## src/logic/lsuPkg.sv

```systemverilog
package lsuPkg;

    localparam int addrWidth = 32;
    localparam int dataWidth = 32;
    localparam int nickWidth = 4;  // Reorder-buffer index.
    localparam int lenWidth  = 2;

    typedef enum logic {
        opLoad,
        opStore
    } memOp;

    // Code plus one gives the byte count.
    typedef enum logic [lenWidth-1:0] {
        lenByte = 2'd0,
        lenHalf = 2'd1,
        lenWord = 2'd3
    } accessLen;

    typedef enum logic [1:0] {
        mcIdle,
        mcAccess,
        mcDone
    } mcState;

endpackage
```

## src/logic/loadStoreBuffer.sv

```systemverilog
`timescale 1ns/1ns

module loadStoreBuffer #(
    parameter int bufDepth = 4
) (
    input  logic                          clk,
    input  logic                          rst,
    input  logic                          rdy,
    input  logic                          issueValid,
    input  lsuPkg::memOp                  issueOp,
    input  logic [lsuPkg::addrWidth-1:0]  issueAddr,
    input  logic [lsuPkg::dataWidth-1:0]  issueData,
    input  lsuPkg::accessLen              issueLen,
    input  logic [lsuPkg::nickWidth-1:0]  issueNick,
    input  logic                          cacheReady,
    output logic                          issueFull,
    output logic                          slbValid,
    output lsuPkg::memOp                  slbOp,
    output logic [lsuPkg::addrWidth-1:0]  slbAddr,
    output logic [lsuPkg::dataWidth-1:0]  slbData,
    output lsuPkg::accessLen              slbLen,
    output logic [lsuPkg::nickWidth-1:0]  slbNick
);
    import lsuPkg::*;

    localparam int ptrW = (bufDepth > 1) ? $clog2(bufDepth) : 1;
    localparam int cntW = $clog2(bufDepth + 1);

    memOp                 opMem   [bufDepth];
    logic [addrWidth-1:0] addrMem [bufDepth];
    logic [dataWidth-1:0] dataMem [bufDepth];
    accessLen             lenMem  [bufDepth];
    logic [nickWidth-1:0] nickMem [bufDepth];

    logic [ptrW-1:0] head;
    logic [ptrW-1:0] tail;
    logic [cntW-1:0] count;
    logic            push;
    logic            pop;

    function automatic logic [ptrW-1:0] nextPtr(input logic [ptrW-1:0] ptr);
        return (ptr == ptrW'(bufDepth - 1)) ? '0 : ptr + 1'b1;
    endfunction

    assign issueFull = (count == cntW'(bufDepth));
    assign slbValid  = (count != '0);
    assign push      = issueValid && !issueFull;
    assign pop       = slbValid && cacheReady;  // Taken by the cache.

    // Oldest entry goes out first.
    assign slbOp   = opMem[head];
    assign slbAddr = addrMem[head];
    assign slbData = dataMem[head];
    assign slbLen  = lenMem[head];
    assign slbNick = nickMem[head];

    always_ff @(posedge clk) begin
        if (rst) begin
            head  <= '0;
            tail  <= '0;
            count <= '0;
        end else if (rdy) begin
            if (push) begin
                tail <= nextPtr(tail);
            end
            if (pop) begin
                head <= nextPtr(head);
            end
            case ({push, pop})
                2'b10:   count <= count + 1'b1;
                2'b01:   count <= count - 1'b1;
                default: count <= count;
            endcase
        end
    end

    always_ff @(posedge clk) begin
        if (rdy && push) begin
            opMem[tail]   <= issueOp;
            addrMem[tail] <= issueAddr;
            dataMem[tail] <= issueData;
            lenMem[tail]  <= issueLen;
            nickMem[tail] <= issueNick;
        end
    end

endmodule

```

## config.mk

```make
export PLATFORM = sky130hd
export DESIGN_NAME = loadStoreBuffer
export DESIGN_NICKNAME = d
export VERILOG_FILES = /design/src/logic/lsuPkg.sv /design/src/logic/loadStoreBuffer.sv
export SDC_FILE = /design/constraint.sdc
export NUM_CORES = 1
export LEC_CHECK = 0
export ABC_AREA = 1
export BUFFER_PORTS_ARGS = -buffer_cell sky130_fd_sc_hd__buf_2
export CAP_MARGIN = 20
export CORE_UTILIZATION = 51
export DETAILED_ROUTE_END_ITERATION = 10
export PLACE_DENSITY = 0.72
export SLEW_MARGIN = 5
export SYNTH_ARGS = -nofsm -noshare
export SYNTH_HDL_FRONTEND = slang
export SYNTH_SLANG_ARGS = --single-unit
```

## constraint.sdc

```tcl
create_clock -name clk -period 6.1 [get_ports clk]
set_input_delay 1.22 -clock clk [delete_from_list [all_inputs] [get_ports clk]]
set_output_delay 1.22 -clock clk [all_outputs]
set_load 0.01 [all_outputs]
```

==> results_dict.tcl <==
set metrics [dict create \
    status "finished, final reports clean" \
    rr_worst_depth 5 \
    placementRows 53 \
    post-route-period-util_pct 66.99 \
    slew_viol_final 0 \
    antenna_found_initial 7 \
    crit_slowest_cell "dfxtp_4" \
    ctsResizeCount 0 \
    p_leak_uw 0.004573 \
    cap_violations 0 \
    grt_pass1_vias 6464 \
    insertion_delay_ps 530 \
    fp.dieW_um 149.1 \
    synth_mux_area_share_pct 0 \
    critPathLaunchType "flop" \
    cts_root_buffer "clkbuf_16" \
    async_flop_share_pct 0 \
    r2r_end "dataMem[0][13]" \
    synth_compound_area_share_pct 10.62 \
    synth_top_cell_by_area "edfxtp_1" \
    synthXorXnorAreaFrac_pct 0.07933 \
    drcViolationCount 0 \
    critPathRequiredTime_ps 4880 \
    ctsHoldBuffers 0 \
    yosys.area_share.simple_pct 6.142 \
    syn-cell-area_mm2 0.01104 \
    synthTopCellsByCount "edfxtp_1 (284), nor2_1 (159), o21ai_0 (128)" \
    first_iter_violations 593 \
    crit_chain "buf_4 -> o21ai_0 -> o22ai_1 -> buf_2" \
    grt_pass1_wl_um 33870 \
    synth_cell_types 23 \
    cp.arrival_ps 2870 \
    synth_area_per_cell_um2 14.51 \
    drive_above_1_share_pct 22.67 \
    grt_max_degree 143 \
    setup_viol 0 \
    drt_pass1_iterations 5 \
    tightestPinTransition_ps 1070 \
    final_cells 1202 \
    p_per_area_mw_per_mm2 354.9 \
    yosysSeqAreaShare_pct 78.88 \
    h-tree-depth 1 \
    finalSetupTns_ps 0 \
    fmax_mhz 244.7 \
    synthTopCellsByArea "edfxtp_1 (77%), o21ai_0 (5.8%), nor2_1 (5.4%)" \
    endpoint_kind "output port" \
    reg2reg_from "count[1]" \
    cts_tree "done" \
    clock-sinks 293 \
    synth_nets 844 \
    grt_util_all_layers_pct 19.82 \
    vias 6647 \
    yosysTopAreaCellShare_pct 77.24 \
    min_delay_path_depth 4 \
    rsz0062_at_grt "false" \
    multi_input_area_mm2 0.001984 \
    syn2layout_area_growth_pct 16.98 \
    ant_nets 0 \
    min_period_ps 4086 \
    start_util_pct 52.19 \
    io_pins 149 \
    post-dp-hpwl_um 12110 \
    dieHeight_um 149.1 \
    via_per_inst 5.530 \
    synth_top_family_by_area "compound AO/OA/AOI/OAI gates" \
    worstHoldStart "head[1]" \
    die_area_mm2 0.02224 \
    vdd_drop_max_mv 0.1944 \
    dp_cells 1145 \
    synth_adder_area_share_pct 0.8613 \
    core_area_mm2 0.02115 \
    gp_congestion 0.7252 \
    cts_made_buffers 28 \
    path_max_fanout 78 \
    ys_warn_count 0 \
    wl_per_cell_um 18.62 \
    clkTransAtPathRegs_ps 60 \
    grt_overflow 0 \
    synth-edff-count 284 \
    layout.nets 983 \
    seq_area_mm2 0.008713 \
    synth_most_common_cell "edfxtp_1" \
    max_stage_delay_ps 790 \
    ys_ff_latch 293 \
    crit_type "reg -> out" \
    post-cts-setup-buffers 0 \
    io_buffers 148 \
    rrSetupSlack_ps 3750 \
    hold_viol 0 \
    relSlewSlack_pct 28.66 \
    synth_cells 761 \
    routed_wl_um 22380 \
    num-fill-cells 1537 \
    clock_skew_ps 16.40 \
    hp-class "reg -> reg" \
    ys.flop_type "edfxtp_1" \
    clockBufferDepth 3 \
]
-- logic make-up after synthesis --
family / after synthesis
DFF: 293
AOI/OAI and AO/OA: 216
and+or+nand+nor: 179
xor gates and xnor gates: 1
adders and majority gates: 7
buffers and inverters: 65
-- worst max path at each step --
stage               from       endpoint  slack [ps]  cells past startpoint
floorplan            rdy  addrMem[0][0]        1200                      2
global placement    flop    slbAddr[12]        2550                      6
detailed placement  flop     slbAddr[6]        2560                      6
CTS                 flop     slbAddr[6]        2030                      6
global route        flop     slbAddr[6]        1830                      6
finish              flop    slbAddr[11]        2010                      4
-- routing by layer --
layer / vias to the layer above / global-route usage, % / share of wire (%)
met2: 206 / 32.67 / 48
met5: - / 0 / 0.15
li1: 3118 / - / -
met3: 28 / 4.465 / 7.1
met4: 6 / 4.745 / 1.3
met1: 3289 / 26.88 / 43
-- sequential cells by signal (all words and copies together) (netlist names), named ones only --
signal   cells
opMem        4
nickMem     16
addrMem    128
count        3
lenMem       8
head         2
tail         2
dataMem    128
-- per-stage QoR --
| stage | power [uW] | utilization [%] | area [um^2] | setup WS [ps] | hold slack [ps] |
|---|---|---|---|---|---|
| 5_1_grt | 4733 | 61.00 | 12900 | 1827 | 568.5 |
| 2_1_floorplan | 2612 | - | 11040 | 1200 | 501.3 |
| 6_report | 4583 | 61.05 | 12910 | 2014 | 534.1 |
| 3_3_place_gp | 2788 | 56.31 | 11910 | 2553 | 512.9 |
| 4_1_cts | 4608 | 60.99 | 12900 | 2030 | 533.4 |
| 3_5_place_dp | 2797 | 56.31 | 11910 | 2559 | 521.2 |
-- power breakdown --
part / switching (uW) / internal [uW]
Sequential: 26.0 / 2270
Combinational: 304 / 153
Clock: 708 / 1120
-- layout by cell type, fill, tap and decap left out, types with 5 or more instances in the layout --
master and n:
buf_4 7, edfxtp_1 284, o21ai_1 15, ha_1 6
bufinv_16 6, dfxtp_1 7, clkinv_2 8, nand2_1 16
nor2_1 155, o22ai_1 71, diode_2 5, clkbuf_1 5
inv_1 17, o21ai_0 128, clkbuf_16 29, buf_2 148
-- worst max-delay path: cells and delay by family (launching register included) --
family | cells | cell delay (ps)
flops | 1 | 790
buf+inv | 2 | 910
compound gates | 2 | 540
-- final cells by class --
class,instances,area share [%]
multi-input combinational,403,15.37
antenna,5,0.09688
inverter,19,0.5910
sequential,293,67.47
tap,275,2.664
timing repair buffer,155,6.142
clock inverter,18,1.909
clock buffer,34,5.764
Power figures use the tool's default switching activity.
