$ cat config.mk
export PLATFORM = sky130hd
export DESIGN_NAME = dataCache
export DESIGN_NICKNAME = d
export VERILOG_FILES = /design/src/logic/lsuPkg.sv /design/src/logic/dataCache.sv
export SDC_FILE = /design/constraint.sdc
export NUM_CORES = 1
export LEC_CHECK = 0
export ABC_AREA = 1
export BUFFER_PORTS_ARGS = -buffer_cell sky130_fd_sc_hd__buf_2
export CAP_MARGIN = 5
export CORE_MARGIN = 10
export CORE_UTILIZATION = 36
export CTS_BUF_LIST = sky130_fd_sc_hd__clkbuf_8
export CTS_CLUSTER_SIZE = 10
export DETAILED_ROUTE_END_ITERATION = 16
export SYNTH_ARGS = -nofsm -noshare
export SYNTH_HDL_FRONTEND = slang
export SYNTH_SLANG_ARGS = --single-unit
$ cat constraint.sdc
create_clock -name clk -period 8.1 [get_ports clk]
set_clock_uncertainty 0.1 [all_clocks]
set_input_delay 0.405 -clock clk [delete_from_list [all_inputs] [get_ports clk]]
set_output_delay 0.405 -clock clk [all_outputs]
set_load 0.02 [all_outputs]
$ cat src/logic/lsuPkg.sv
package lsuPkg;

    localparam int addrWidth = 32;
    localparam int dataWidth = 32;
    localparam int nickWidth = 4;  // Reorder-buffer index.
    localparam int lenWidth  = 2;

    typedef enum logic {
        opLoad,
        opStore
    } memOp;

    // Code plus one gives the byte count.
    typedef enum logic [lenWidth-1:0] {
        lenByte = 2'd0,
        lenHalf = 2'd1,
        lenWord = 2'd3
    } accessLen;

    typedef enum logic [1:0] {
        mcIdle,
        mcAccess,
        mcDone
    } mcState;

endpackage
$ cat src/logic/dataCache.sv
`timescale 1ns/1ns

module dataCache #(
    parameter int numLines = 16
) (
    input  logic                          clk,
    input  logic                          rst,
    input  logic                          rdy,
    input  logic                          slbValid,
    input  lsuPkg::memOp                  slbOp,
    input  logic [lsuPkg::addrWidth-1:0]  slbAddr,
    input  logic [lsuPkg::dataWidth-1:0]  slbData,
    input  lsuPkg::accessLen              slbLen,
    input  logic [lsuPkg::nickWidth-1:0]  slbNick,
    input  logic                          mcBusy,
    input  logic                          mcDone,
    input  logic [lsuPkg::dataWidth-1:0]  mcRdData,
    output logic                          cacheReady,
    output logic                          mcReq,
    output lsuPkg::memOp                  mcOp,
    output logic [lsuPkg::addrWidth-1:0]  mcAddr,
    output logic [lsuPkg::dataWidth-1:0]  mcData,
    output lsuPkg::accessLen              mcLen,
    output logic                          resultValid,
    output logic [lsuPkg::dataWidth-1:0]  resultData,
    output logic [lsuPkg::nickWidth-1:0]  resultNick
);
    import lsuPkg::*;

    localparam int idxW = $clog2(numLines);
    localparam int tagW = addrWidth - idxW - 2;

    logic                 occupied;
    logic                 reqSent;  // Waiting on the memory controller.
    memOp                 opReg;
    logic [addrWidth-1:0] addrReg;
    logic [dataWidth-1:0] dataReg;
    accessLen             lenReg;
    logic [nickWidth-1:0] nickReg;

    logic [dataWidth-1:0] lineData [numLines];
    logic [tagW-1:0]      lineTag  [numLines];
    logic [numLines-1:0]  lineValid;

    logic [idxW-1:0]      idx;
    logic [tagW-1:0]      tag;
    logic [4:0]           shAmt;
    logic                 hit;
    logic [dataWidth-1:0] lenMask;
    logic [dataWidth-1:0] laneMask;
    logic [dataWidth-1:0] curWord;
    logic [dataWidth-1:0] loadValue;
    logic [dataWidth-1:0] storeWord;

    assign idx        = addrReg[2 +: idxW];
    assign tag        = addrReg[addrWidth-1 -: tagW];
    assign shAmt      = {addrReg[1:0], 3'b000};
    assign hit        = lineValid[idx] && (lineTag[idx] == tag);
    assign cacheReady = ~occupied;

    always_comb begin
        case (lenReg)
            lenByte: lenMask = 32'h0000_00ff;
            lenHalf: lenMask = 32'h0000_ffff;
            default: lenMask = '1;
        endcase
    end

    // Fill data replaces the line while a miss completes.
    assign curWord   = reqSent ? mcRdData : lineData[idx];
    assign loadValue = (curWord >> shAmt) & lenMask;  // Zero-extended.
    assign laneMask  = lenMask << shAmt;
    assign storeWord = (lineData[idx] & ~laneMask) | ((dataReg << shAmt) & laneMask);

    always_ff @(posedge clk) begin
        if (rst) begin
            occupied    <= 1'b0;
            reqSent     <= 1'b0;
            mcReq       <= 1'b0;
            resultValid <= 1'b0;
            lineValid   <= '0;
        end else if (rdy) begin
            mcReq       <= 1'b0;
            resultValid <= 1'b0;
            if (!occupied) begin
                if (slbValid) begin
                    occupied <= 1'b1;
                end
            end else if (!reqSent) begin
                if (opReg == opLoad && hit) begin
                    resultValid <= 1'b1;
                    occupied    <= 1'b0;
                end else if (!mcBusy) begin
                    mcReq   <= 1'b1;  // Miss or write-through.
                    reqSent <= 1'b1;
                end
            end else if (mcDone) begin
                resultValid <= 1'b1;
                occupied    <= 1'b0;
                reqSent     <= 1'b0;
                if (opReg == opLoad) begin
                    lineValid[idx] <= 1'b1;
                end
            end
        end
    end

    always_ff @(posedge clk) begin
        if (rdy) begin
            if (!occupied && slbValid) begin
                opReg   <= slbOp;
                addrReg <= slbAddr;
                dataReg <= slbData;
                lenReg  <= slbLen;
                nickReg <= slbNick;
            end
            if (occupied && !reqSent) begin
                mcOp   <= opReg;
                mcData <= dataReg;
                if (opReg == opStore) begin
                    mcAddr <= addrReg;
                    mcLen  <= lenReg;
                end else begin
                    mcAddr <= {addrReg[addrWidth-1:2], 2'b00};  // Whole line.
                    mcLen  <= lenWord;
                end
                if (opReg == opLoad && hit) begin
                    resultData <= loadValue;
                    resultNick <= nickReg;
                end
            end
            if (occupied && reqSent && mcDone) begin
                resultNick <= nickReg;
                resultData <= (opReg == opLoad) ? loadValue : '0;
                if (opReg == opLoad) begin
                    lineData[idx] <= mcRdData;
                    lineTag[idx]  <= tag;
                end else if (hit) begin
                    lineData[idx] <= storeWord;
                end
            end
        end
    end

endmodule

==> flow_metrics.env <==
export IMPL_gp_congestion=0.8578
export IMPL_io_pins=215
export IMPL_cp_max_fo=142
export IMPL_hold_end="lineData[12][8]"
export IMPL_routed_wl_um=140700
export IMPL_h_tree_depth=4
export IMPL_synthDistinctLibCells=35
export IMPL_worstHoldStart="mcRdData[8]"
export IMPL_first_pass_iters=6
export IMPL_ys_ff_latch=1126
export IMPL_drive_gt1_share_pct=13.05
export IMPL_min_path_cells=3
export IMPL_cpPeakStageDelay_ps=960
export IMPL_via_per_inst=5.363
export IMPL_slew_headroom_pct=16.89
export IMPL_path_cells="inv_8, nand2_1, nand3_1, nand3_1, nand3_1, nand3_1, o21ai_1, nor3_1, nand2_1, nor2_1, nand2_1, nor2_4, nand2_4, a21oi_4, buf_4"
export IMPL_start_util_pct=36.38
export IMPL_slowest_stage="a21oi_4"
export IMPL_cellLeakagePower_uw=0.01916
export IMPL_worst_pin_slew_ps=1247
export IMPL_grt_pass1_wl_um=204100
export IMPL_grt_usage_pct=19.16
export IMPL_start_kind="flop"
export IMPL_nets=4255
export IMPL_synth_async_sr_flop_share_pct=0
export IMPL_clock_sinks=1126
export IMPL_root_buffer="clkbuf_8"
export IMPL_cts_buffer_depth=3
export IMPL_dieWidth_um=377.1
export IMPL_yosysWarnings=0
export IMPL_cap_viol_max_count=0
export IMPL_grt_max_degree=238
export IMPL_power_density_nw_per_um2=228.6
export IMPL_wl_per_cell_um=23.67
export IMPL_drtAntennaViolNets=0
export IMPL_run_status="finished, final reports clean"
export IMPL_r2r_end="lineData[0][3]"
export IMPL_grt_setup_unrepaired="false"
export IMPL_min_path_type="primary input to flop"
export IMPL_path_common_cell="nand3_1"
export IMPL_coreArea_sq_um=126200
export IMPL_drc=0
export IMPL_syn_num_nets=3925
export IMPL_arrival_ps=6270
export IMPL_die_area_sq_um=142200
export IMPL_setup_viol=0
export IMPL_dp_slack_ps=2262
export IMPL_grt_pass1_vias=30370
export IMPL_syn_avg_cell_area_sq_um=12.03
export IMPL_rrSetupSlack_ps=2260
export IMPL_rows=130
export IMPL_drv_slew=0
export IMPL_finalCritPeriodShare_pct=72.12
export IMPL_synth_cells=3816
export IMPL_synth_area_sq_um=45910
export IMPL_die_y_um=377.1
export IMPL_hold_viol=0
export IMPL_synth_flop_cell="edfxtp_1"
export IMPL_path_clk_slew_ps=60
export IMPL_setup_ws_ps=2258
export IMPL_grt_overflow_total=0
export IMPL_end_kind="flop"
export IMPL_antenna_found_initial=8
export IMPL_place_hpwl_um=81070
export IMPL_ys_seq_area_share_pct=73.12
export IMPL_clock_latency_ps=910
export IMPL_numPortBuffers=214
export IMPL_cts_tree="yes"
export IMPL_synth_edf_count=1102
export IMPL_route_vias_total=31890
export IMPL_drtIter0Drc=3927
export IMPL_final_common_cell="edfxtp_1"
export IMPL_most_common_layout_cells="edfxtp_1 (1102), nand2_1 (640), nor2_1 (509)"
export IMPL_r2r_cells=15
export IMPL_crit_required_ps=8520
export IMPL_syn_to_final_growth_pct=15.81
export IMPL_crit_buf_inv=2
export IMPL_path_class="flop to flop"
export IMPL_timing_fmax_ghz=0.1712
export IMPL_ir_drop_mv=0.1489
export IMPL_period_minus_slack_ps=5842
export IMPL_finalSetupTns_ps=0
export IMPL_cp_top_family="simple AND/OR/NAND/NOR gates"
export IMPL_cts_buffers=184
[cells in the mapped netlist (24+ instances only)]
cell type,n,area [sq um]
a21oi_1,54,270.3
buf_2,75,375.4
clkbuf_1,119,446.7
dfxtp_1,24,480.5
edfxtp_1,1102,33090
inv_1,249,934.7
nand2_1,641,2406
nand3_1,299,1496
nor2_1,528,1982
o211ai_1,69,518.0
o21ai_0,367,1837
o21ai_1,60,300.3
o221ai_1,98,858.3
o22ai_1,39,244.0
[layer usage]
layer / vias up / global-route usage (%) / part of all wire, %
li1: 14310 / - / -
met1: 15760 / 25.69 / 41
met2: 1534 / 30.17 / 47
met3: 280 / 4.507 / 9.3
met4: 4 / 7.057 / 3.4
met5: - / 0 / 0.015
[worst reg2reg max path, delay by kind of cell, from the launching register on]
family          cells  cell delay, ps
buf+inv             2             960
flops               1             830
compound gates      2            1070
simple gates       11            2520
[stage by stage]
| stage | total power, uW | hold WS, ps | std cells | util (%) | cell area (sq um) |
|---|---|---|---|---|---|
| 2_1_floorplan | 7186 | 300.3 | 3816 | - | 45910 |
| 5_1_grt | 12590 | 10.02 | 5944 | 42.12 | 53170 |
| 3_3_place_gp | 7544 | 301.1 | 5527 | 38.76 | 48920 |
| 3_5_place_dp | 7551 | 305.4 | 5527 | 38.76 | 48920 |
| 4_1_cts | 12230 | 0.4106 | 5941 | 42.11 | 53150 |
| 6_report | 12160 | 26.96 | 5945 | 42.13 | 53170 |
[cell type report]
| cell class | count | area, sq um |
|---|---|---|
| antenna | 3 | 7.507 |
| clock buffer | 186 | 2560 |
| tap | 1650 | 2064 |
| fill | 11690 | 73050 |
| multi-input combinational | 2208 | 10610 |
| clock inverter | 146 | 849.6 |
| timing repair buffer | 373 | 2524 |
| sequential | 1126 | 33590 |
| inverter | 253 | 967.2 |
[power breakdown]
part | internal, uW | switching [uW] | leakage [uW]
registers | 6420 | 68.0 | 0.0101
clock network | 2350 | 2340 | 0.00194
logic | 282 | 703 | 0.00707
total | 9050 | 3110 | 0.0192
[state kept, by name, indices dropped and copies added, names as in the netlist, 2 cells and up, named ones only]
name        count
resultNick      4
resultData     32
dataReg        32
mcAddr         32
nickReg         4
lineValid      16
lenReg          2
mcLen           2
lineTag       416
mcData         32
lineData      512
addrReg        32
[logic make-up (layout without fill, tap and decap cells)]
group | count (synthesis) | after routing | share of synthesized area, %
and+or+nand+nor | 1489 | 1489 | 13.09
muxes | 4 | 4 | 0.08721
other | 0 | 3 | 0
DFF | 1126 | 1126 | 73.12
AOI/OAI and AO/OA | 715 | 715 | 9.224
buffers and inverters | 482 | 958 | 4.475
[repair_timing]
item	in CTS	in global routing
hold endpoints to repair	101	0
setup buffers	0	0
hold buffers	82	0
gates resized for setup	0	0
[worst max path at each step]
stage	end	cells after the start
3_5_place_dp	lineData[6][0]	17
2_1_floorplan	addrReg[0]	2
5_1_grt	lineData[5][0]	16
6_report	lineData[0][3]	15
3_3_place_gp	lineData[0][0]	17
4_1_cts	lineData[7][0]	17
Power figures use the tool's default switching activity.
