===== src/logic/lsuPkg.sv =====
package lsuPkg;

    localparam int addrWidth = 32;
    localparam int dataWidth = 32;
    localparam int nickWidth = 4;  // Reorder-buffer index.
    localparam int lenWidth  = 2;

    typedef enum logic {
        opLoad,
        opStore
    } memOp;

    // Code plus one gives the byte count.
    typedef enum logic [lenWidth-1:0] {
        lenByte = 2'd0,
        lenHalf = 2'd1,
        lenWord = 2'd3
    } accessLen;

    typedef enum logic [1:0] {
        mcIdle,
        mcAccess,
        mcDone
    } mcState;

endpackage

===== src/logic/memCtrl.sv =====
`timescale 1ns/1ns

module memCtrl #(
    parameter int ramDepth = 4096
) (
    input  logic                          clk,
    input  logic                          rst,
    input  logic                          rdy,
    input  logic                          mcReq,
    input  lsuPkg::memOp                  mcOp,
    input  logic [lsuPkg::addrWidth-1:0]  mcAddr,
    input  logic [lsuPkg::dataWidth-1:0]  mcData,
    input  lsuPkg::accessLen              mcLen,
    input  logic [7:0]                    ramRdData,
    output logic                          mcBusy,
    output logic                          mcDone,
    output logic [lsuPkg::dataWidth-1:0]  mcRdData,
    output logic [$clog2(ramDepth)-1:0]   ramAddr,
    output logic                          ramWe,
    output logic [7:0]                    ramWrData
);
    import lsuPkg::*;

    localparam int ramAw = $clog2(ramDepth);

    mcState               state;
    memOp                 opReg;
    logic [dataWidth-1:0] dataReg;
    logic [ramAw-1:0]     baseAddr;
    logic [ramAw-1:0]     curAddr;
    logic [ramAw-1:0]     prevAddr;  // Keeps the RAM output steady in a stall.
    logic                 weReg;
    logic [2:0]           numBytes;
    logic [2:0]           cnt;       // Bytes presented so far.
    logic [dataWidth-1:0] rdShift;

    assign mcBusy  = (state != mcIdle);
    assign mcDone  = (state == lsuPkg::mcDone);
    assign ramAddr = rdy ? curAddr : prevAddr;
    assign ramWe   = rdy & weReg;

    // Last byte is taken straight from the RAM in the done cycle.
    assign mcRdData = {ramRdData, rdShift[dataWidth-1:8]} >> {3'd4 - numBytes, 3'b000};

    always_ff @(posedge clk) begin
        if (rst) begin
            state <= mcIdle;
            weReg <= 1'b0;
            cnt   <= '0;
        end else if (rdy) begin
            case (state)
                mcIdle: if (mcReq) begin
                    cnt   <= 3'd1;
                    weReg <= (mcOp == opStore);
                    state <= (mcOp == opStore && mcLen == lenByte) ? lsuPkg::mcDone : mcAccess;
                end
                mcAccess: begin
                    if (cnt != numBytes) begin
                        cnt <= cnt + 3'd1;
                    end
                    if (opReg == opStore && cnt == numBytes - 3'd1) begin
                        state <= lsuPkg::mcDone;
                    end else if (opReg == opLoad && cnt == numBytes) begin
                        state <= lsuPkg::mcDone;
                    end
                end
                default: begin
                    weReg <= 1'b0;
                    state <= mcIdle;
                end
            endcase
        end
    end

    always_ff @(posedge clk) begin
        if (rdy) begin
            prevAddr <= curAddr;
            if (state == mcIdle && mcReq) begin
                opReg     <= mcOp;
                dataReg   <= mcData;
                numBytes  <= {1'b0, mcLen} + 3'd1;
                baseAddr  <= mcAddr[ramAw-1:0];
                curAddr   <= mcAddr[ramAw-1:0];
                ramWrData <= mcData[7:0];
            end else if (state == mcAccess && cnt != numBytes) begin
                curAddr   <= baseAddr + ramAw'(cnt);  // Wraps at ramDepth.
                ramWrData <= dataReg[8*cnt +: 8];
            end
            if (state == mcAccess && opReg == opLoad && cnt >= 3'd2) begin
                rdShift <= {ramRdData, rdShift[dataWidth-1:8]};
            end
        end
    end

endmodule


===== config.mk =====
export PLATFORM = sky130hd
export DESIGN_NAME = memCtrl
export DESIGN_NICKNAME = d
export VERILOG_FILES = /design/src/logic/lsuPkg.sv /design/src/logic/memCtrl.sv
export SDC_FILE = /design/constraint.sdc
export NUM_CORES = 1
export LEC_CHECK = 0
export ABC_AREA = 1
export BUFFER_PORTS_ARGS = -buffer_cell sky130_fd_sc_hd__buf_4
export CAP_MARGIN = 20
export CORE_AREA = 2 2 116 90
export DETAILED_ROUTE_END_ITERATION = 12
export DIE_AREA = 0 0 118 92
export PLACE_DENSITY = 0.79
export REMOVE_ABC_BUFFERS = 1
export SLEW_MARGIN = 20
export SYNTH_ARGS = -nofsm -noshare
export SYNTH_HDL_FRONTEND = slang
export SYNTH_SLANG_ARGS = --single-unit

===== constraint.sdc =====
create_clock -name clk -period 6.85 [get_ports clk]
set_clock_uncertainty 0.2 [all_clocks]
set_input_delay 1.0275 -clock clk [delete_from_list [all_inputs] [get_ports clk]]
set_output_delay 1.0275 -clock clk [all_outputs]
set_load 0.01 [all_outputs]

==> reports/qor.csv, run 1 <==
stage,metric,value,unit
synth,synth.distinct_cells,35,
finish,n_antenna_cell,0,
sta,tns,0,ns
routing,wl_met3,833,µm
worst_setup_path,max_stage_delay,0.84,ns
worst_hold_path,hp-class,reg2reg,
routing,firstDrtPassIters,5,
sta,setup-violations-final,0,
worst_hold_path,hold_path_end,prevAddr[11]$_DFF_P_,
sta,period_share,62.5,%
routing,drt-initial-drc-count,338,
clocking,cts_root_buffer,clkbuf_16,
floorplanning,die_h,92,µm
clocking,numCtsBuffers,9,
run,maxCapViolCount,0,
worst_setup_path,path_buf_inv,4,
clocking,cts_tree,built,
sta,finalHoldViolations,0,
placed_design,gp_congestion,0.816,
finish,num-fill-cells,830,
power,ir_drop,0.192,mV
floorplanning,die_w,118,µm
worst_setup_path,path_delay_family,buffers and inverters,
routing,vias,3933,
worst_hold_path,hold_depth,2,
worst_setup_path,cp_slowest_cell,ha_1,
routing,final_antenna_net_count,0,
clocking,cts_buffer_depth,2,
clocking,cts.sinks,110,
clocking,insertion_delay,0.35,ns
synth,synthFlopType,edfxtp_1,
clocking,cts_hold_buf,0,
worst_setup_path,crit_chain,buf_4 -> inv_2 -> ha_1 -> inv_2 -> nand2_2 -> nor3_1 -> buf_4,
synth,yosysTopAreaCell,edfxtp_1,
finish,seqCellArea,3120,µm²
worst_setup_path,critPathLaunchType,flip-flop,
grt,grt_pass1_wl,18000,µm
finish,areaGrowthSynthToFinish,25.0,%
finish,fin_nets,700,
finish,drive_gt1_share,25.6,%
sta,fmax,233,MHz
routing,drt-met1-wl,4870,µm
routing,wl_met2,5260,µm
routing,highest_layer,met4,
status,outcome,finished clean,
sta,maxSlewViolCount,0,
clocking,clk_pin_slew,0.07,ns
floorplanning,start_util,50.9,%
synth,yosysTopAreaCellShare,54.9,%
grt,grt_pass1_vias,3762,
worst_setup_path,worst-path-max-fanout,46,
worst_setup_path,r2r_cells,12,
synth,synthMostInstantiatedCell,nand2_1,
grt,grt_max_degree,50,
worst_setup_path,rr_endpoint,state[1]$_SDFFE_PP0P_,
sta,slew_headroom,31.0,%
worst_setup_path,r2r_setup_slack,3.75,ns
sta,rsz0062_at_grt,no,
synth,synth_cells,508,
clocking,cts_max_level,3,
clocking,ctsResizeCount,0,
power,p_per_area,254,nW/µm²
synth,syn_area_per_cell,9.90,µm²
floorplanning,fp.dieArea,10900,µm²
synth,ys_ff_latch,110,
finish,multiInputGateArea,1670,µm²
placed_design,post-dp-hpwl,7540,µm
placed_design,port_buffers,113,
power,power.leakage,2.70,nW
power,power,1.60,mW
synth,ys_warn_count,0,
synth,synth_async_sr_flop_share,0,%
routing,routed_wl,11100,µm
floorplanning,num_rows,32,
sta,layout_min_cycle_time,4.28,ns
synth,synth_edf_count,92,
worst_setup_path,critPathKind,reg2out,
floorplanning,pin_count,134,
routing,via_per_inst,5.22,
grt,grt_usage,21.2,%
synth,netlist_area,5030,µm²
worst_hold_path,hold_start,prevAddr[11]$_DFF_P_,
synth,synth_common_cells,"nand2_1, edfxtp_1, nor2_1",
clocking,post_cts_buffers,0,
worst_setup_path,r2r-start,numBytes[0]$_DFFE_PP_,
grt,overflow,0,
synth,synth_area_leaders,"edfxtp_1, nand2_1, dfxtp_1, o21ai_0, nor2_1",
worst_setup_path,cp.required,5.62,ns
synth,synth_seq_area_share,62.1,%
routing,drc_errors,0,
worst_setup_path,endpoint_kind,primary output,
grt,antenna_found_initial,0,
sta,worst_pin_slew,1.04,ns
worst_setup_path,worstPathArrival,3.06,ns
routing,drt-wirelength-per-cell,14.7,µm
floorplanning,core_area,9890,µm²
==> worst reg2reg max path: cells and delay by family (launching register included) <==
| family | cells | cell delay [ns] |
|---|---|---|
| buf+inv | 3 | 0.93 |
| fa+ha+maj | 1 | 0.85 |
| simple gates | 7 | 0.64 |
| flops | 1 | 0.32 |
| compound gates | 1 | 0.06 |
==> registers in the layout (all words and copies together) (netlist names) <==
register and flops:
ramWrData 8, opReg 1, numBytes 3, dataReg 32, weReg 1, baseAddr 12
cnt 3, rdShift 24, prevAddr 12, state 2, curAddr 12
==> through the flow <==
step | setup WS [ns] | utilization (%) | cell area (µm²) | cells | hold slack, ns
6_report | 2.57 | 63.6 | 6290 | 753 | 0.248
4_1_cts | 2.60 | 63.6 | 6280 | 753 | 0.250
3_5_place_dp | 2.97 | 60.2 | 5950 | 737 | 0.232
2_1_floorplan | 3.09 | - | 4930 | 487 | 0.244
3_3_place_gp | 2.97 | 60.2 | 5950 | 737 | 0.227
5_1_grt | 2.35 | 63.6 | 6290 | 753 | 0.267
==> cell usage in the layout, fill, tap and decap left out, types with 2 or more instances in the layout <==
| cell type | netlist | layout |
|---|---|---|
| a31oi_1 | 5 | 5 |
| a211oi_1 | 8 | 8 |
| nor3_1 | 8 | 8 |
| a21oi_1 | 10 | 10 |
| o21ai_2 | 2 | 2 |
| o21ai_1 | 2 | 2 |
| inv_1 | 28 | 27 |
| ha_1 | 8 | 8 |
| nand3_2 | 2 | 2 |
| clkbuf_16 | 0 | 11 |
| nor2_4 | 1 | 2 |
| edfxtp_1 | 92 | 92 |
| dfxtp_1 | 18 | 18 |
| nand2_1 | 152 | 152 |
| nor2_1 | 47 | 46 |
| o22ai_1 | 8 | 8 |
| xnor2_1 | 2 | 2 |
| clkbuf_1 | 8 | 2 |
| xor2_1 | 4 | 4 |
| o21ai_0 | 36 | 36 |
| a311oi_1 | 4 | 4 |
| nand3_1 | 22 | 22 |
| nor3_2 | 2 | 2 |
| inv_2 | 9 | 10 |
| nand2_2 | 9 | 9 |
| buf_4 | 1 | 114 |
==> cell families (layout without fill, tap and decap cells) <==
logic type,Yosys count,after routing,synth area share (%)
compound gates,78,78,9.08
xor+xnor,6,6,1.04
fa+ha+maj,9,9,2.39
buf+inv,59,168,4.95
flops,110,110,62.1
simple gates,246,246,20.4
==> metal layers <==
metal / vias to the layer above / global-route usage, %
met5: - / 0
met3: 13 / 5.66
met1: 1823 / 29.0
li1: 1935 / -
met4: 0 / 7.53
met2: 162 / 32.9
==> final cells by class <==
| type | count | area share (%) |
|---|---|---|
| Tap cell | 136 | 2.71 |
| Sequential cell | 110 | 49.7 |
| Timing Repair Buffer | 114 | 13.6 |
| Clock buffer | 13 | 4.50 |
| Inverter | 38 | 2.31 |
| Multi-Input combinational cell | 339 | 26.5 |
| Clock inverter | 3 | 0.756 |
==> power breakdown <==
part	internal (mW)	total, mW	switching (mW)
registers	0.774	0.796	0.0218
clock network	0.330	0.564	0.234
logic	0.0985	0.240	0.141
total	1.20	1.60	0.397
==> worst max path at each step <==
stage	start	end	slack [ns]	depth (start not counted)
final	numBytes[0]$_DFFE_PP_	mcRdData[24]	2.57	7
after global routing	numBytes[0]$_DFFE_PP_	mcRdData[28]	2.35	7
after CTS	numBytes[0]$_DFFE_PP_	mcRdData[24]	2.60	7
after detailed placement	numBytes[0]$_DFFE_PP_	mcRdData[24]	2.97	7
after global placement	numBytes[0]$_DFFE_PP_	mcRdData[25]	2.97	7
after floorplan	numBytes[0]$_DFFE_PP_	mcRdData[24]	3.09	5
Power figures use the tool's default switching activity.
==> run 2, diff against run 1 <==
==> constraint.sdc (replaced) <==
create_clock -name clk -period 4.3 [get_ports clk]
set_clock_uncertainty 0.2 [all_clocks]
set_input_delay 0.645 -clock clk [delete_from_list [all_inputs] [get_ports clk]]
set_output_delay 0.645 -clock clk [all_outputs]
set_load 0.01 [all_outputs]
==> reports/qor.csv, run 2 (synthesis gave the netlist of run 1 again) <==
stage,metric,value,unit,change
status,outcome,finished clean,,unchanged
sta,setup-violations-final,0,,unchanged
clocking,cts.sinks,110,,unchanged
finish,layout_commonest_cell,nand2_1,,unchanged
worst_setup_path,critPathLaunchType,flip-flop,,unchanged
clocking,insertion_delay,0.36,ns,was 0.35 ns
worst_setup_path,worst-path-max-fanout,22,,was 46
worst_setup_path,endpoint_kind,primary output,,unchanged
sta,tns,0,ns,unchanged
grt,antenna_found_initial,0,,unchanged
clocking,cts_max_level,3,,unchanged
routing,drt-wirelength-per-cell,15.0,µm,was 14.7 µm
worst_hold_path,hp-class,reg2reg,,unchanged
routing,routed_wl,11300,µm,was 11100 µm
finish,num-fill-cells,806,,was 830
sta,rsz0062_at_grt,no,,unchanged
finish,stdcell_count,756,,was 753
grt,grt_pass1_vias,3765,,was 3762
finish,drive_gt1_share,26.1,%,was 25.6%
power,p_comb_share,15.6,%,was 15.0%
floorplanning,die_w,118,µm,unchanged
placed_design,dp_slack,1.19,ns,was 2.97 ns
floorplanning,core_area,9890,µm²,unchanged
sta,layout_min_cycle_time,3.47,ns,
placed_design,port_buffers,113,,unchanged
grt,grt_pass1_wl,18200,µm,was 18000 µm
routing,drc_errors,0,,unchanged
routing,firstDrtPassIters,4,,was 5
placed_design,dp_cells,740,,was 737
grt,grt_usage,21.3,%,was 21.2%
routing,via_per_inst,5.27,,was 5.22
routing,vias,3986,,was 3933
finish,seqCellArea,3120,µm²,unchanged
sta,worst_pin_slew,1.03,ns,was 1.04 ns
finish,multiInputGateArea,1660,µm²,was 1670 µm²
finish,fin_nets,703,,was 700
grt,grt_max_degree,50,,unchanged
floorplanning,num_rows,32,,unchanged
power,clockPowerShare,33.8,%,was 35.3%
finish,largest_reg_flops,32,,unchanged
sta,period_share,80.6,%,
run,maxCapViolCount,0,,unchanged
power,switching_share,25.9,%,was 24.8%
power,p_per_area,398,nW/µm²,was 254 nW/µm²
floorplanning,die_h,92,µm,unchanged
routing,drt-initial-drc-count,324,,was 338
clocking,numCtsBuffers,9,,unchanged
finish,top_regs,"dataReg: 32 flops, rdShift: 24 flops",,unchanged
sta,maxSlewViolCount,0,,unchanged
clocking,post_cts_buffers,0,,unchanged
clocking,cts_hold_buf,0,,unchanged
power,pwr-share-seq,50.5,%,was 49.7%
sta,slew_headroom,31.3,%,was 31.0%
floorplanning,start_util,50.9,%,unchanged
power,p_int,1.85,mW,was 1.20 mW
clocking,cts_buffer_depth,2,,unchanged
worst_setup_path,cp.required,3.45,ns,was 5.62 ns
sta,finalHoldViolations,0,,unchanged
finish,mostFrequentLayoutCells,"nand2_1, buf_4, edfxtp_1",,unchanged
power,ir_drop,0.222,mV,was 0.192 mV
routing,final_antenna_net_count,0,,unchanged
power,p_switching,647,µW,was 397 µW
sta,fmax,288,MHz,
finish,regMostFlops,dataReg,,unchanged
worst_setup_path,worstPathArrival,2.62,ns,was 3.06 ns
clocking,clk_pin_slew,0.07,ns,about the same
sta,whs,0.248,ns,about the same
placed_design,gp_congestion,0.838,,was 0.816
clocking,ctsResizeCount,0,,unchanged
grt,overflow,0,,unchanged
finish,n_antenna_cell,0,,unchanged
clocking,cts_tree,built,,unchanged
worst_setup_path,critPathKind,reg2out,,unchanged
floorplanning,pin_count,134,,unchanged
floorplanning,fp.dieArea,10900,µm²,unchanged
sta,setup_ws,0.833,ns,was 2.57 ns
placed_design,post-dp-hpwl,7730,µm,was 7540 µm
finish,areaGrowthSynthToFinish,24.8,%,was 25.0%
power,power.leakage,2.70,nW,about the same
clocking,cts_root_buffer,clkbuf_16,,unchanged
## run 2: cell count changes in the layout (fill, tap and decap cells not counted), sizes merged
cell / change
inv: +1
clkinvlp: +1
clkinv: +1
clkbuf: -3
buf: +3
## run 2: critical path, stage by stage, from the launching register on
cell	delay, ns
edfxtp_1	0.40
inv_2	0.31
ha_1	0.56
inv_2	0.35
nand2_2	0.26
nor3_1	0.22
buf_4	0.15
## run 2: metrics by stage
stage,total power [mW],utilization [%],cell area (µm²)
floorplan,1.49,-,4930
global placement,1.66,60.4,5980
detailed placement,1.67,60.4,5980
CTS,2.51,63.4,6270
global route,2.59,63.4,6270
finish,2.50,63.4,6270
## run 2: worst paths after layout
kind / startpoint / end / slack [ns] / depth (start not counted)
worst min-delay path: prevAddr[5]$_DFF_P_ / prevAddr[5]$_DFF_P_ / 0.25 / 2
worst max register to register: numBytes[0]$_DFFE_PP_ / state[1]$_SDFFE_PP0P_ / 1.63 / 11
worst max-delay path: numBytes[0]$_DFFE_PP_ / mcRdData[30] / 0.83 / 6
worst min register to register: prevAddr[5]$_DFF_P_ / prevAddr[5]$_DFF_P_ / 0.25 / 2
## run 2: per-layer routing
layer	wire [µm]	track usage, %	up-vias
li1	-	-	1942
met1	5050	28.6	1893
met2	5340	34.4	137
met3	770	5.85	14
met4	148	5.52	0
met5	0	0	-
## run 2: final cells by class
class / count / area share (%)
Clock inverter: 6 / 1.10
Clock buffer: 10 / 3.65
Sequential cell: 110 / 49.8
Timing Repair Buffer: 117 / 14.0
Inverter: 38 / 2.31
Tap cell: 136 / 2.71
Multi-Input combinational cell: 339 / 26.5
## run 2: power groups by stage
stage / Combinational (mW) / Clock, mW / Sequential [mW]
2_1_floorplan: 0.201 / 0 / 1.29
3_3_place_gp: 0.376 / 0 / 1.28
3_5_place_dp: 0.390 / 0 / 1.28
4_1_cts: 0.391 / 0.858 / 1.26
5_1_grt: 0.434 / 0.892 / 1.27
6_report: 0.390 / 0.844 / 1.26
